`config.mk`:
```
export PLATFORM = sky130hd
export DESIGN_NAME = vend_top
export DESIGN_NICKNAME = d
export VERILOG_FILES = /design/src/logic/vend_pkg.sv /design/src/logic/vend_ctrl_if.sv /design/src/logic/credit_ledger.sv /design/src/logic/idle_timer.sv /design/src/logic/key_filter.sv /design/src/logic/vend_fsm.sv /design/src/logic/vend_top.sv
export SDC_FILE = /design/constraint.sdc
export NUM_CORES = 1
export LEC_CHECK = 0
export ABC_AREA = 1
export BUFFER_PORTS_ARGS = -buffer_cell sky130_fd_sc_hd__clkbuf_2
export CAP_MARGIN = 20
export CORE_MARGIN = 5
export CORE_UTILIZATION = 64
export DETAILED_ROUTE_END_ITERATION = 12
export HOLD_SLACK_MARGIN = 0.05
export PLACE_DENSITY = 0.84
export SYNTH_ARGS = -nofsm -noshare
export SYNTH_HDL_FRONTEND = slang
export SYNTH_SLANG_ARGS = --single-unit
```
`constraint.sdc`:
```
create_clock -name clk -period 4.6 [get_ports clk]
set_clock_uncertainty 0.15 [all_clocks]
set_input_delay 0.92 -clock clk [delete_from_list [all_inputs] [get_ports clk]]
set_output_delay 0.92 -clock clk [all_outputs]
set_load 0.1 [all_outputs]
```
`src/logic/vend_pkg.sv`:
```
// Vending controller package: timing constants, credit widths, price, FSM and opcode enums
package vend_pkg;

	// ----------------------------------------
	// Timing, sized for simulation
	// ----------------------------------------

	// Consecutive low samples before a key counts as pressed
	localparam int DEBOUNCE_CYCLES = 8;
	// Counter width, must hold DEBOUNCE_CYCLES itself
	localparam int DEBOUNCE_W = $clog2(DEBOUNCE_CYCLES + 1);

	// Cycles without any key event before idle expiry
	localparam int IDLE_CYCLES = 200;
	// Saturates at IDLE_CYCLES
	localparam int IDLE_W = $clog2(IDLE_CYCLES + 1);

	// ----------------------------------------
	// Credit, in half-yuan units
	// ----------------------------------------

	localparam int CREDIT_W = 4;
	// 2.5 yuan
	localparam logic [CREDIT_W-1:0] PRICE = CREDIT_W'(5);

	// ----------------------------------------
	// Control encodings
	// ----------------------------------------

	// Controller states
	typedef enum logic [1:0] {
		EMPTY   = 2'd0,
		COLLECT = 2'd1,
		VEND    = 2'd2,
		RETURN  = 2'd3
	} vend_state_e;

	// Ledger opcodes, one per cycle
	typedef enum logic [2:0] {
		OP_NONE     = 3'd0,
		OP_ADD_HALF = 3'd1,
		OP_ADD_ONE  = 3'd2,
		OP_SETTLE   = 3'd3,
		OP_REFUND   = 3'd4
	} ledger_op_e;

endpackage

```
`src/logic/vend_ctrl_if.sv`:
```
// Control interface between vending FSM and credit ledger, with fsm and ledger modports
`timescale 1ns/10ps

interface vend_ctrl_if;
	import vend_pkg::*;

	// Opcode for the ledger, valid every cycle
	ledger_op_e op;

	// Ledger status back to the FSM
	logic [CREDIT_W-1:0] credit;
	// Credit at or above PRICE
	logic paid;
	// Credit is zero
	logic empty;

	// FSM side issues ops and watches ledger status
	modport fsm (
		output op,
		input  paid,
		input  empty
	);

	// Ledger side applies ops and reports credit
	modport ledger (
		input  op,
		output credit,
		output paid,
		output empty
	);

endinterface

```
`src/logic/credit_ledger.sv`:
```
// Credit ledger: credit register, opcode execution, dispense, refund and change outputs
`timescale 1ns/10ps

module credit_ledger (
	input  logic                          clk,
	input  logic                          rst_n,
	vend_ctrl_if.ledger                   ctrl,
	output logic [vend_pkg::CREDIT_W-1:0] credit,
	output logic                          dispense,
	output logic                          refund,
	output logic [vend_pkg::CREDIT_W-1:0] change
);
	import vend_pkg::*;

	logic [CREDIT_W-1:0] credit_q;
	// Coin value of the current op, zero otherwise
	logic [CREDIT_W-1:0] coin_val;
	// One extra bit to catch overflow
	logic [CREDIT_W:0]   sum;
	logic [CREDIT_W-1:0] added;

	// ----------------------------------------
	// Coin addition
	// ----------------------------------------

	always_comb begin
		case (ctrl.op)
			OP_ADD_HALF: coin_val = CREDIT_W'(1);
			OP_ADD_ONE:  coin_val = CREDIT_W'(2);
			default:     coin_val = '0;
		endcase
		sum = {1'b0, credit_q} + {1'b0, coin_val};
	end

	// Saturate at all ones
	assign added = sum[CREDIT_W] ? '1 : sum[CREDIT_W-1:0];

	// ----------------------------------------
	// Opcode execution
	// ----------------------------------------

	always_ff @(posedge clk or negedge rst_n) begin
		if (!rst_n) begin
			credit_q <= '0;
			dispense <= 1'b0;
			refund   <= 1'b0;
			change   <= '0;
		end else begin
			// Pulses and change last one cycle
			dispense <= 1'b0;
			refund   <= 1'b0;
			change   <= '0;
			case (ctrl.op)
				OP_ADD_HALF, OP_ADD_ONE: begin
					credit_q <= added;
				end
				OP_SETTLE: begin
					dispense <= 1'b1;
					change   <= credit_q - PRICE;
					credit_q <= '0;
				end
				OP_REFUND: begin
					refund   <= 1'b1;
					change   <= credit_q;
					credit_q <= '0;
				end
				default: begin
					credit_q <= credit_q;
				end
			endcase
		end
	end

	// Status back to the FSM, derived from the shared credit
	assign ctrl.credit = credit_q;
	assign ctrl.paid   = (ctrl.credit >= PRICE);
	assign ctrl.empty  = (ctrl.credit == '0);
	assign credit      = ctrl.credit;

endmodule

```
`src/logic/idle_timer.sv`:
```
// Idle timer: saturating inactivity counter with expiry pulse and idle level
`timescale 1ns/10ps

module idle_timer (
	input  logic clk,
	input  logic rst_n,
	input  logic ev_any,
	output logic expire,
	output logic idle
);
	import vend_pkg::*;

	logic [IDLE_W-1:0] cnt;

	// Starts saturated, so idle is high out of reset
	always_ff @(posedge clk or negedge rst_n) begin
		if (!rst_n) begin
			cnt <= IDLE_W'(IDLE_CYCLES);
		end else if (ev_any) begin
			cnt <= '0;
		end else if (cnt != IDLE_W'(IDLE_CYCLES)) begin
			cnt <= cnt + 1'b1;
		end
	end

	// One pulse on the edge where the count saturates
	always_ff @(posedge clk or negedge rst_n) begin
		if (!rst_n) begin
			expire <= 1'b0;
		end else begin
			expire <= !ev_any && (cnt == IDLE_W'(IDLE_CYCLES - 1));
		end
	end

	// High from expiry until the count restarts
	assign idle = (cnt == IDLE_W'(IDLE_CYCLES));

endmodule

```
`src/logic/key_filter.sv`:
```
// Key debouncer: three active-low key counters and prioritized one-cycle key events
`timescale 1ns/10ps

module key_filter (
	input  logic       clk,
	input  logic       rst_n,
	// [0] half coin, [1] one coin, [2] cancel, all active low
	input  logic [2:0] keys,
	output logic       ev_half,
	output logic       ev_one,
	output logic       ev_cancel,
	output logic       ev_any
);
	import vend_pkg::*;

	logic [DEBOUNCE_W-1:0] cnt [3];
	// Threshold reached this sample, per key
	logic [2:0] hit;

	// ----------------------------------------
	// Debounce counters
	// ----------------------------------------

	for (genvar i = 0; i < 3; i++) begin : g_key
		// Restart while released, saturate at the threshold
		always_ff @(posedge clk or negedge rst_n) begin
			if (!rst_n) begin
				cnt[i] <= '0;
			end else if (keys[i]) begin
				cnt[i] <= '0;
			end else if (cnt[i] != DEBOUNCE_W'(DEBOUNCE_CYCLES)) begin
				cnt[i] <= cnt[i] + 1'b1;
			end
		end

		// Nth consecutive low sample, only once per press
		assign hit[i] = !keys[i] && (cnt[i] == DEBOUNCE_W'(DEBOUNCE_CYCLES - 1));
	end

	// ----------------------------------------
	// Event pulses
	// ----------------------------------------

	// Fixed priority: half, then one, then cancel
	// Lower-priority hits in the same cycle are dropped
	always_ff @(posedge clk or negedge rst_n) begin
		if (!rst_n) begin
			ev_half   <= 1'b0;
			ev_one    <= 1'b0;
			ev_cancel <= 1'b0;
		end else begin
			ev_half   <= hit[0];
			ev_one    <= hit[1] && !hit[0];
			ev_cancel <= hit[2] && !hit[1] && !hit[0];
		end
	end

	// Activity flag for the idle timer
	assign ev_any = ev_half | ev_one | ev_cancel;

endmodule

```
`src/logic/vend_fsm.sv`:
```
// Vending FSM: maps key events and idle expiry to ledger opcodes, holds one pending coin
`timescale 1ns/10ps

module vend_fsm (
	input  logic clk,
	input  logic rst_n,
	input  logic ev_half,
	input  logic ev_one,
	input  logic ev_cancel,
	input  logic expire,
	vend_ctrl_if.fsm ctrl
);
	import vend_pkg::*;

	vend_state_e state_q, state_d;
	ledger_op_e  op_q, op_d;
	// Coin waiting for a free ledger slot
	ledger_op_e  pend_q, pend_d;
	// Coin op for this cycle's event, if any
	ledger_op_e  coin_op;
	// Last op was a coin, so paid and empty are one cycle stale
	logic        busy;

	// Events are already exclusive out of the filter
	assign coin_op = ev_half ? OP_ADD_HALF : (ev_one ? OP_ADD_ONE : OP_NONE);
	assign busy    = (op_q == OP_ADD_HALF) || (op_q == OP_ADD_ONE);

	// ----------------------------------------
	// Next state and next opcode
	// ----------------------------------------

	always_comb begin
		state_d = state_q;
		op_d    = OP_NONE;
		pend_d  = pend_q;

		case (state_q)
			EMPTY: begin
				// Cancel and expiry mean nothing without credit
				if (coin_op != OP_NONE) begin
					op_d    = coin_op;
					state_d = COLLECT;
				end
			end

			COLLECT: begin
				if (!busy && ctrl.paid) begin
					// Settle first, keep any coin for afterwards
					op_d    = OP_SETTLE;
					state_d = VEND;
					if (coin_op != OP_NONE) begin
						pend_d = coin_op;
					end
				end else if (ev_cancel || expire) begin
					// A coin op still in flight lands before the refund
					op_d    = OP_REFUND;
					state_d = RETURN;
				end else if (coin_op != OP_NONE) begin
					if (busy) begin
						pend_d = coin_op;
					end else begin
						op_d = coin_op;
					end
				end else if (!busy && pend_q != OP_NONE) begin
					// Replay the held coin once credit is settled
					op_d   = pend_q;
					pend_d = OP_NONE;
				end else if (!busy && ctrl.empty) begin
					state_d = EMPTY;
				end
			end

			VEND, RETURN: begin
				// Ledger applies settle or refund in this cycle
				if (pend_q != OP_NONE) begin
					op_d    = pend_q;
					pend_d  = coin_op;
					state_d = COLLECT;
				end else if (coin_op != OP_NONE) begin
					op_d    = coin_op;
					state_d = COLLECT;
				end else begin
					state_d = EMPTY;
				end
			end

			default: begin
				state_d = EMPTY;
			end
		endcase
	end

	// ----------------------------------------
	// State registers
	// ----------------------------------------

	always_ff @(posedge clk or negedge rst_n) begin
		if (!rst_n) begin
			state_q <= EMPTY;
			op_q    <= OP_NONE;
			pend_q  <= OP_NONE;
		end else begin
			state_q <= state_d;
			op_q    <= op_d;
			pend_q  <= pend_d;
		end
	end

	// Registered op, one cycle after the event
	assign ctrl.op = op_q;

endmodule

```
`src/logic/vend_top.sv`:
```
// Vending controller top level: key filter, idle timer, FSM and credit ledger
`timescale 1ns/10ps

module vend_top (
	input  logic                          clk,
	input  logic                          rst_n,
	// Active low: [0] half coin, [1] one coin, [2] cancel
	input  logic [2:0]                    keys,
	output logic [vend_pkg::CREDIT_W-1:0] credit,
	output logic                          idle,
	output logic                          dispense,
	output logic                          refund,
	output logic [vend_pkg::CREDIT_W-1:0] change
);

	// Key event pulses
	logic ev_half;
	logic ev_one;
	logic ev_cancel;
	logic ev_any;
	// Inactivity expiry pulse
	logic expire;

	// FSM to ledger bundle
	vend_ctrl_if ctrl_if ();

	// ----------------------------------------
	// Key input side
	// ----------------------------------------

	key_filter u_key_filter (
		.clk       (clk),
		.rst_n     (rst_n),
		.keys      (keys),
		.ev_half   (ev_half),
		.ev_one    (ev_one),
		.ev_cancel (ev_cancel),
		.ev_any    (ev_any)
	);

	idle_timer u_idle_timer (
		.clk    (clk),
		.rst_n  (rst_n),
		.ev_any (ev_any),
		.expire (expire),
		.idle   (idle)
	);

	// ----------------------------------------
	// Control and credit
	// ----------------------------------------

	vend_fsm u_vend_fsm (
		.clk       (clk),
		.rst_n     (rst_n),
		.ev_half   (ev_half),
		.ev_one    (ev_one),
		.ev_cancel (ev_cancel),
		.expire    (expire),
		.ctrl      (ctrl_if.fsm)
	);

	credit_ledger u_credit_ledger (
		.clk      (clk),
		.rst_n    (rst_n),
		.ctrl     (ctrl_if.ledger),
		.credit   (credit),
		.dispense (dispense),
		.refund   (refund),
		.change   (change)
	);

endmodule

```
# Word level (Yosys, flattened, before mapping)
# Cells that the tools add are included.
[totals]
register_bits = 42
inputBits = 5
out_inout_bits = 11
elab_cells = 124
[classes]
add_sub_neg = 6
n_lt_le_gt_ge = 1
n_eq_ne = 25
mux = 41
bitwise_logic = 2
reduce_logical = 34
[ops]
columns = ["operator", "count"]
rows = [
  ["3-bit 2-to-1 mux", 15],
  ["4-bit 2-to-1 mux", 7],
  ["8-bit == test (second input constant)", 2],
  ["2-bit 2-to-1 mux", 8],
  ["8-bit 2-to-1 mux", 2],
  ["4-bit one-hot mux with 2 select lines", 2],
  ["4-bit by 1-bit adder with 4-bit output (second input constant)", 3],
  ["4-bit by 3-bit == test with 1-bit output (second input constant)", 3],
  ["4-bit != test (second input constant)", 3],
  ["2-bit nonzero test", 6],
  ["1-bit logical AND", 10],
  ["3-bit one-hot mux with 3 select lines", 1],
  ["8-bit by 1-bit adder with 8-bit output (second input constant)", 1],
  ["4-bit by 2-bit != test with 1-bit output (second input constant)", 2],
  ["8-bit != test (second input constant)", 1],
  ["1-bit logical NOT", 7],
  ["3-bit by 2-bit == test with 1-bit output (second input constant)", 2],
  ["2-bit one-hot mux with 3 select lines", 1],
  ["3-bit one-hot mux with 2 select lines", 1],
  ["6-bit AND reduction", 1],
  ["3-bit nonzero test", 2],
  ["2-bit OR reduction", 3],
  ["4-bit by 2-bit adder with 5-bit output", 1],
  ["2-bit == test (second input constant)", 2],
  ["other kinds (18)", 23],
]

# Logic depth before layout (Yosys ltp)
# Gate-level depths: netlist of run 1.
[logic_depth]
depth_word = 10
ltp_mapped = 11
mapped_depth_nobuf = 11

# Cells and area by module
# A second synthesis of run 1 with hierarchy kept.
[hier_totals]
cells_unflattened = 328
area_unflattened_um2 = 2514.9
[modules_own_cells]
columns = ["module", "n_inst", "cells_each", "area_each_um2", "seq_area_each_um2"]
rows = [
  ["key_filter", 1, 105, 830.8, 375.4],
  ["credit_ledger", 1, 86, 669.4, 250.2],
  ["idle_timer", 1, 68, 515.5, 229.0],
  ["vend_fsm", 1, 69, 499.2, 175.2],
]

# Worst setup path after synthesis of run 1
# OpenSTA, ideal clock, no wires.
[synth_path]
kind = "register to output"
from = "reg u_idle_timer.cnt[0]"
to = "out idle"
arrival_time_ns = 1.987
required_time_ns = 3.530
slack_ns = 1.543
path_stages_with_launch = 5
path_buffers = 0
path_cell_list = "dfrtp_1 -> inv_1 -> ha_1 -> nand3_1 -> nor2_1"
[synth_between]
elab_chain_cells = 1
[synth_rtl]
columns = ["element", "line_no", "source"]
rows = [
  ["start, declared", "idle_timer.sv:13", "logic [IDLE_W-1:0] cnt;"],
  ["start signal, assigned", "idle_timer.sv:18", "cnt <= IDLE_W'(IDLE_CYCLES);"],
  ["start signal, assigned", "idle_timer.sv:22", "cnt <= cnt + 1'b1;"],
  ["8-bit == test", "idle_timer.sv:36", "assign idle = (cnt == IDLE_W'(IDLE_CYCLES));"],
  ["end, declared", "vend_top.sv:10", "output logic idle,"],
]
# Every way passes these cells.

# Final worst setup path of run 1
# Same ends and word-level chain as after synthesis.

==> results of run 1 <==
==> area by class of cell <==
type | count | area, um^2
fill | 246 | 888.4
sequential | 41 | 1030
clock inverter | 2 | 38.79
clock buffer | 6 | 41.29
inverter | 50 | 190.2
timing repair buffer | 16 | 95.09
tap | 46 | 57.56
multi-input combinational | 177 | 1049
==> placed cells by master, fill, tap and decap left out, drive strengths merged, types with 2 or more instances in the layout <==
cell / instances
o22ai: 2
nor3b: 2
nor4: 2
o21bai: 2
nand2: 42
clkbuf: 21
ha: 13
xor2: 5
a21oi: 9
nand3: 28
inv: 50
nor2: 38
o21ai: 20
dfstp: 3
nor3: 5
dfrtp: 38
==> worst max-delay path, delay by kind of cell (launching register included) <==
family,cells,cell delay (ps)
fa+ha+maj,1,140
simple gates,2,240
buf+inv,2,590
flops,1,430
==> flip-flops by register name, summed over array words and instances (netlist names), 2 cells and up <==
name                    flops
u_idle_timer.cnt            8
u_credit_ledger.change      4
u_key_filter.cnt           12
u_credit_ledger.credit      4
u_vend_fsm.ctrl.op          3
u_vend_fsm.state_q          2
u_vend_fsm.pend_q           2
==> routing by layer <==
layer | routed length, um | GRT usage (%)
met5 | 0 | 0
met4 | 44 | 8.085
met1 | 1736 | 21.08
met2 | 1941 | 30.61
met3 | 192 | 5.072
==> final timing paths <==
kind	from	cells past startpoint	end	slack (ps)
worst min-delay path	rst_n	1	u_key_filter.cnt[9]	250
max in group asynchronous	rst_n	2	u_idle_timer.cnt[3]	3560
min in group clk	u_key_filter.cnt[7]	1	u_key_filter.ev_one	340
worst max register to register	u_vend_fsm.ctrl.op[2]	9	u_credit_ledger.credit[1]	2570
worst min register to register	u_key_filter.cnt[7]	1	u_key_filter.ev_one	340
worst max-delay path	u_idle_timer.cnt[0]	5	idle	1800
==> cell families after synthesis <==
group	share of synthesized area, %
AOI/OAI and AO/OA	10.26
and+or+nand+nor	25.80
DFF	45.17
buffers and inverters	8.837
adders and majority gates	8.013
xor gates and xnor gates	1.921
==> where the power goes <==
group	total [mW]	switching (mW)	internal (mW)
clock	0.230	0.114	0.116
sequential	0.459	0.0410	0.418
combinational	0.234	0.154	0.0806
==> summary.md, run 1 <==
| Metric | Value |
|---|---|
| Slowest cell on the critical path | clkbuf_2 |
| TritonCTS Buffers | 5 |
| Antenna viol nets, final | 0 |
| Critical path peak fanout | 4 |
| Final hold vios | 0 |
| Initial DRC count | 92 |
| Post-CTS Setup Inserts | 0 |
| WP data required | approximately 3500 ps |
| Global-route wire length before repair | 7134 um |
| Initial Util | 67.26% |
| Layout Nets | 310 |
| Power per Cell Area | roughly 370 nW/um^2 |
| Clock buffer depth | 2 |
| Detailed-placement wirelength estimate | 3026 um |
| Post-cts resize count | 0 |
| Routed vias | 1768 |
| TritonRoute pass-1 iters | 4 |
| Vias in the first global route | 1748 |
| Count leader, synth | inv_1 |
| Hold Buf Count CTS | 0 |
| Synth async-reset ratio | 100.0% |
| Setup TNS | 0 ps |
| Pwr Total | 0.9234 mW |
| Ratio of cells with drive above 1 in the final layout | 17.81% |
| # setup viols final | 0 |
| Max cap viols | 0 |
| Relative slew margins | 64.06% |
| Final core occ | 73.79% |
| Post-synth EDFFs | 0 |
| Ports | 16 |
| Critical-path cell list | inv_1 -> ha_1 -> nand3_1 -> nor2_1 -> clkbuf_2 |
| Clock Tree Root | clkbuf_4 |
| Critical Path Max Stage Delay | 490 ps |
| Non-filler instance count after layout | 338 |
| Clock slew at reported path FFs | 110 ps |
| Hold Slack | 250.1 ps |
| Dpl ws | 2165 ps |
| P&R area growth vs syn | 9.715% |
| Placed cell area | 2401 um^2 |
| CTS H-tree depth | 2 |
| Initial antenna violation count | 0 |
| Clock sinks | between 40 and 50 |
| IO Port Bufs | 15 |
| Later-pin clock latency in the skew report | 340 ps |
| Worst-Margin Slew | ~540 ps |
| Largest net degree at the start of global routing | 42 |
| Area contributors post-synth | dfrtp_1, ha_1, inv_1 |
| IR Drop Worst-Case VDD | 0.2810 mV |
| Critical Path Sink Type | output port |
| Most frequently used flop master after synthesis | dfrtp_1 |
| Yosys cell types | 35 |
| Mapped Avg Cell Area | 8.475 um^2 |
| Synth warn | 0 |
| Post-synthesis cell area | 2280 um^2 |
| Core ar. | 3390 um^2 |
| Via density | 5.231 |
| Syn nets | 288 |
| Dominant cell type by area after synthesis | dfrtp_1 |
| Full die area | 4855 um^2 |
| RePlAce Congestion | approximately 0.84 |
| CP Launch Type | flop |
| Top-area cell type share of the netlist area | 41.71% |
| Flops & latches, synth | 41 |
| Post-Syn Instances | 269 |
| HP Class | input pin to async pin |
| RSZ-0062 raised after global routing | false |
| WP data arrival | 1730 ps |
| Placed cells | 329 |
| Min cycle time layout | 2804 ps |
| Overflow after GRT | 0 |
| Die H | 69.68 um |
| Worst setup path category | flop to output port |
| Leakage | 1.301 nW |
| # rows | 21 |
| Final instance area | 2501 um^2 |
| Peak Freq | between 300 and 400 MHz |
| Outcome | finished, final reports clean |
| DRC viols | 0 |
| Slew Viols, Final | 0 |
| Final worst slack | 1796 ps |
| Final WL | 3914 um |
| Synth top cells by count | inv_1, dfrtp_1, nand2_1 |
| Global Route Usage Sum | 18.01% |
| Register area share after synthesis | 45.17% |
| TritonCTS clock tree | done |
| Avg WL per Cell | 11.58 um |
| Antenna fix cells | 0 |
| Chip width | 69.68 um |
| Final Cycle Share | between 60% and 70% |
Note: power is estimated with default switching activity, not from simulation.
==> run 2, diff against run 1 <==
--- a/config.mk
+++ b/config.mk
@@ -9,10 +9,10 @@
 export BUFFER_PORTS_ARGS = -buffer_cell sky130_fd_sc_hd__clkbuf_2
 export CAP_MARGIN = 20
 export CORE_MARGIN = 5
-export CORE_UTILIZATION = 64
+export CORE_UTILIZATION = 60
 export DETAILED_ROUTE_END_ITERATION = 12
 export HOLD_SLACK_MARGIN = 0.05
-export PLACE_DENSITY = 0.84
+export PLACE_DENSITY = 0.79
 export SYNTH_ARGS = -nofsm -noshare
 export SYNTH_HDL_FRONTEND = slang
 export SYNTH_SLANG_ARGS = --single-unit
==> constraint.sdc (replaced) <==
create_clock -name clk -period 2.9 [get_ports clk]
set_clock_uncertainty 0.15 [all_clocks]
set_input_delay 0.58 -clock clk [delete_from_list [all_inputs] [get_ports clk]]
set_output_delay 0.58 -clock clk [all_outputs]
set_load 0.1 [all_outputs]
==> run 2 against run 1 <==
Effect of this change:
- hold slack better by 68 ps
- flip-flop and latch count did not move
- setup slack got worse by 1300 ps
- critical path depth stayed put
- final area is 0.75% higher
- clock power increased by 54%
- power up 57%
- clock-buffer cell count decreased by 1
- routed wire length fell by 1.4%
- global-route usage fell by 1.3 points
- highest routed layer unchanged
==> summary.md, run 2 (same netlist as run 1, synthesis figures left out) <==
| Metric | Value |
|---|---|
| Outcome | finished, final reports clean (unchanged) |
| RePlAce Congestion | 0.8691 (was 0.8366) |
| Vias in the first global route | 1621 (was 1748) |
| Via density | 5.114 (was 5.231) |
| Multi-input gate area | 1049 um^2 (unchanged) |
| Final worst slack | 485.3 ps (was 1796 ps) |
| Global-route wire length before repair | 6851 um (was 7134 um) |
| Switching power total | 0.4957 mW (was 0.3088 mW) |
| Avg WL per Cell | 11.32 um (was 11.58 um) |
| Register area | 1030 um^2 (unchanged) |
| TritonCTS Buffers | 5 (unchanged) |
| CTS H-tree depth | 2 (unchanged) |
| P&R area growth vs syn | 10.54% (was 9.715%) |
| Largest reg by FF count | u_key_filter.cnt (unchanged) |
| Full die area | 5132 um^2 (was 4855 um^2) |
| Peak Freq | a little over 400 MHz |
| Critical path peak fanout | 4 (unchanged) |
| Antenna viol nets, final | 0 (unchanged) |
| TritonRoute pass-1 iters | 4 (unchanged) |
| Final WL | 3860 um (was 3914 um) |
| Leakage | 1.307 nW (was 1.301 nW) |
| # setup viols final | 0 (unchanged) |
| Slew Viols, Final | 0 (unchanged) |
| Hold Crit Depth | 2 |
| CP Launch Type | flop (unchanged) |
| Max cap viols | 0 (unchanged) |
| Clock sinks | 41 (unchanged) |
| Dpl ws | 792.9 ps (was 2165 ps) |
| Initial Util | 62.27% (was 67.26%) |
| IO Port Bufs | 15 (unchanged) |
| Largest register FFs | 12 (unchanged) |
| Leading cell types in the layout, fill and taps excluded | inv_1, dfrtp_1, nand2_1 (unchanged) |
| TritonCTS clock tree | done (unchanged) |
| Pwr Total | 1.454 mW (was 0.9234 mW) |
| Worst-Margin Slew | 540.0 ps (was 541.4 ps) |
| Cell internal pwr | 0.9581 mW (was 0.6146 mW) |
| WP data required | 2170 ps (was 3530 ps) |
| Largest net degree at the start of global routing | 42 (unchanged) |
| Post-cts resize count | 0 (unchanged) |
| RSZ-0062 raised after global routing | false (unchanged) |
| Antenna fix cells | 0 (unchanged) |
| Largest registers | u_key_filter.cnt x12, u_idle_timer.cnt x8 (unchanged) |
| Placed cell area | 2404 um^2 (was 2401 um^2) |
| Final core occ | 68.83% (was 73.79%) |
| Ports | 16 (unchanged) |
| Clock power frac | 24.4% (was 24.9%) |
| Worst setup path category | flop to output port (unchanged) |
| Clock buffer depth | 2 (unchanged) |
| Post-CTS Setup Inserts | 0 (unchanged) |
| Hold Slack | 318.6 ps (was 250.1 ps) |
| Power per Cell Area | 576.9 nW/um^2 (was 369.2 nW/um^2) |
| Initial DRC count | 95 (was 92) |
| Min cycle time layout | ~2400 ps |
| Relative slew margins | 64.15% (was 64.06%) |
| Chip width | 71.64 um (was 69.68 um) |
| Hold Buf Count CTS | 0 (unchanged) |
| DRC viols | 0 (unchanged) |
| Ratio of cells with drive above 1 in the final layout | 18.09% (was 17.81%) |
| Combinational power share | 25.1% (was 25.4%) |
| # rows | 22 (was 21) |
| Setup TNS | 0 ps (unchanged) |
| Detailed-placement wirelength estimate | 2914 um (was 3026 um) |
| Placed cells | 331 (was 329) |
| Reg2reg path depth | 9 (unchanged) |
| Routed vias | 1744 (was 1768) |
| Sw Ratio | 34.10% (was 33.44%) |
| Fill count | 286 (was 246) |
| Sequential power share | 50.4% (was 49.7%) |
| Most common cell after layout, fill and taps aside | inv_1 (unchanged) |
| Global Route Usage Sum | 16.72% (was 18.01%) |
| Final hold vios | 0 (unchanged) |
| Final instance area | 2520 um^2 (was 2501 um^2) |
| Layout Nets | 311 (was 310) |
| Final Cycle Share | 83.26% |
| Later-pin clock latency in the skew report | 290 ps (was 340 ps) |
| Clock Tree Root | clkbuf_8 (was clkbuf_4) |
| Initial antenna violation count | 0 (unchanged) |
| Core ar. | 3661 um^2 (was 3390 um^2) |
| Die H | 71.64 um (was 69.68 um) |
| HP Class | input pin to flop (was input pin to async pin) |
| Critical Path Sink Type | output port (unchanged) |
| Clock slew at reported path FFs | 80 ps (was 110 ps) |
| Non-filler instance count after layout | 341 (was 338) |
| WP data arrival | 1680 ps (was 1730 ps) |
| IR Drop Worst-Case VDD | 0.3112 mV (was 0.2810 mV) |
| Overflow after GRT | 0 (unchanged) |
-- run 2: worst max-delay path, cell delays in order, from the launching register on --
cell and delay [ps]:
dfrtp_1 410, inv_1 90, ha_1 140, nand3_1 80, nor2_1 190, clkbuf_2 490
-- run 2: metal layers --
metal	GRT usage, %	up-vias	part of all wire (%)
met5	0	-	0
met4	5.637	0	1.0
met3	5.049	5	4.6
met2	26.73	32	47
met1	21.63	795	47
li1	-	912	-
-- run 2: worst paths after layout --
| check | startpoint | to | slack (ps) |
|---|---|---|---|
| min in group asynchronous | rst_n | u_credit_ledger.refund | 540 |
| setup reg to reg | u_vend_fsm.ctrl.op[2] | u_credit_ledger.credit[1] | 890 |
| hold / removal | keys[2] | u_key_filter.cnt[3] | 320 |
| max in group asynchronous | rst_n | u_idle_timer.cnt[7] | 1530 |
| hold reg to reg | u_key_filter.cnt[7] | u_key_filter.ev_one | 320 |
| setup / recovery | u_idle_timer.cnt[0] | idle | 490 |
-- run 2: area by class of cell --
type	count	share of cell area, %
multi-input cells	177	41.61
well taps	48	2.383
flip-flops and latches	41	40.86
clock inverters	3	0.6951
repair buffers	17	4.171
clock buffers	5	2.731
inverters	50	7.547
-- run 2: power groups by stage --
stage	Combinational, mW	Sequential [mW]	Clock, mW
floorplan	0.251	0.766	0
CTS	0.364	0.733	0.368
global route	0.431	0.745	0.400
detailed placement	0.363	0.742	0
finish	0.365	0.733	0.355
global placement	0.355	0.738	0
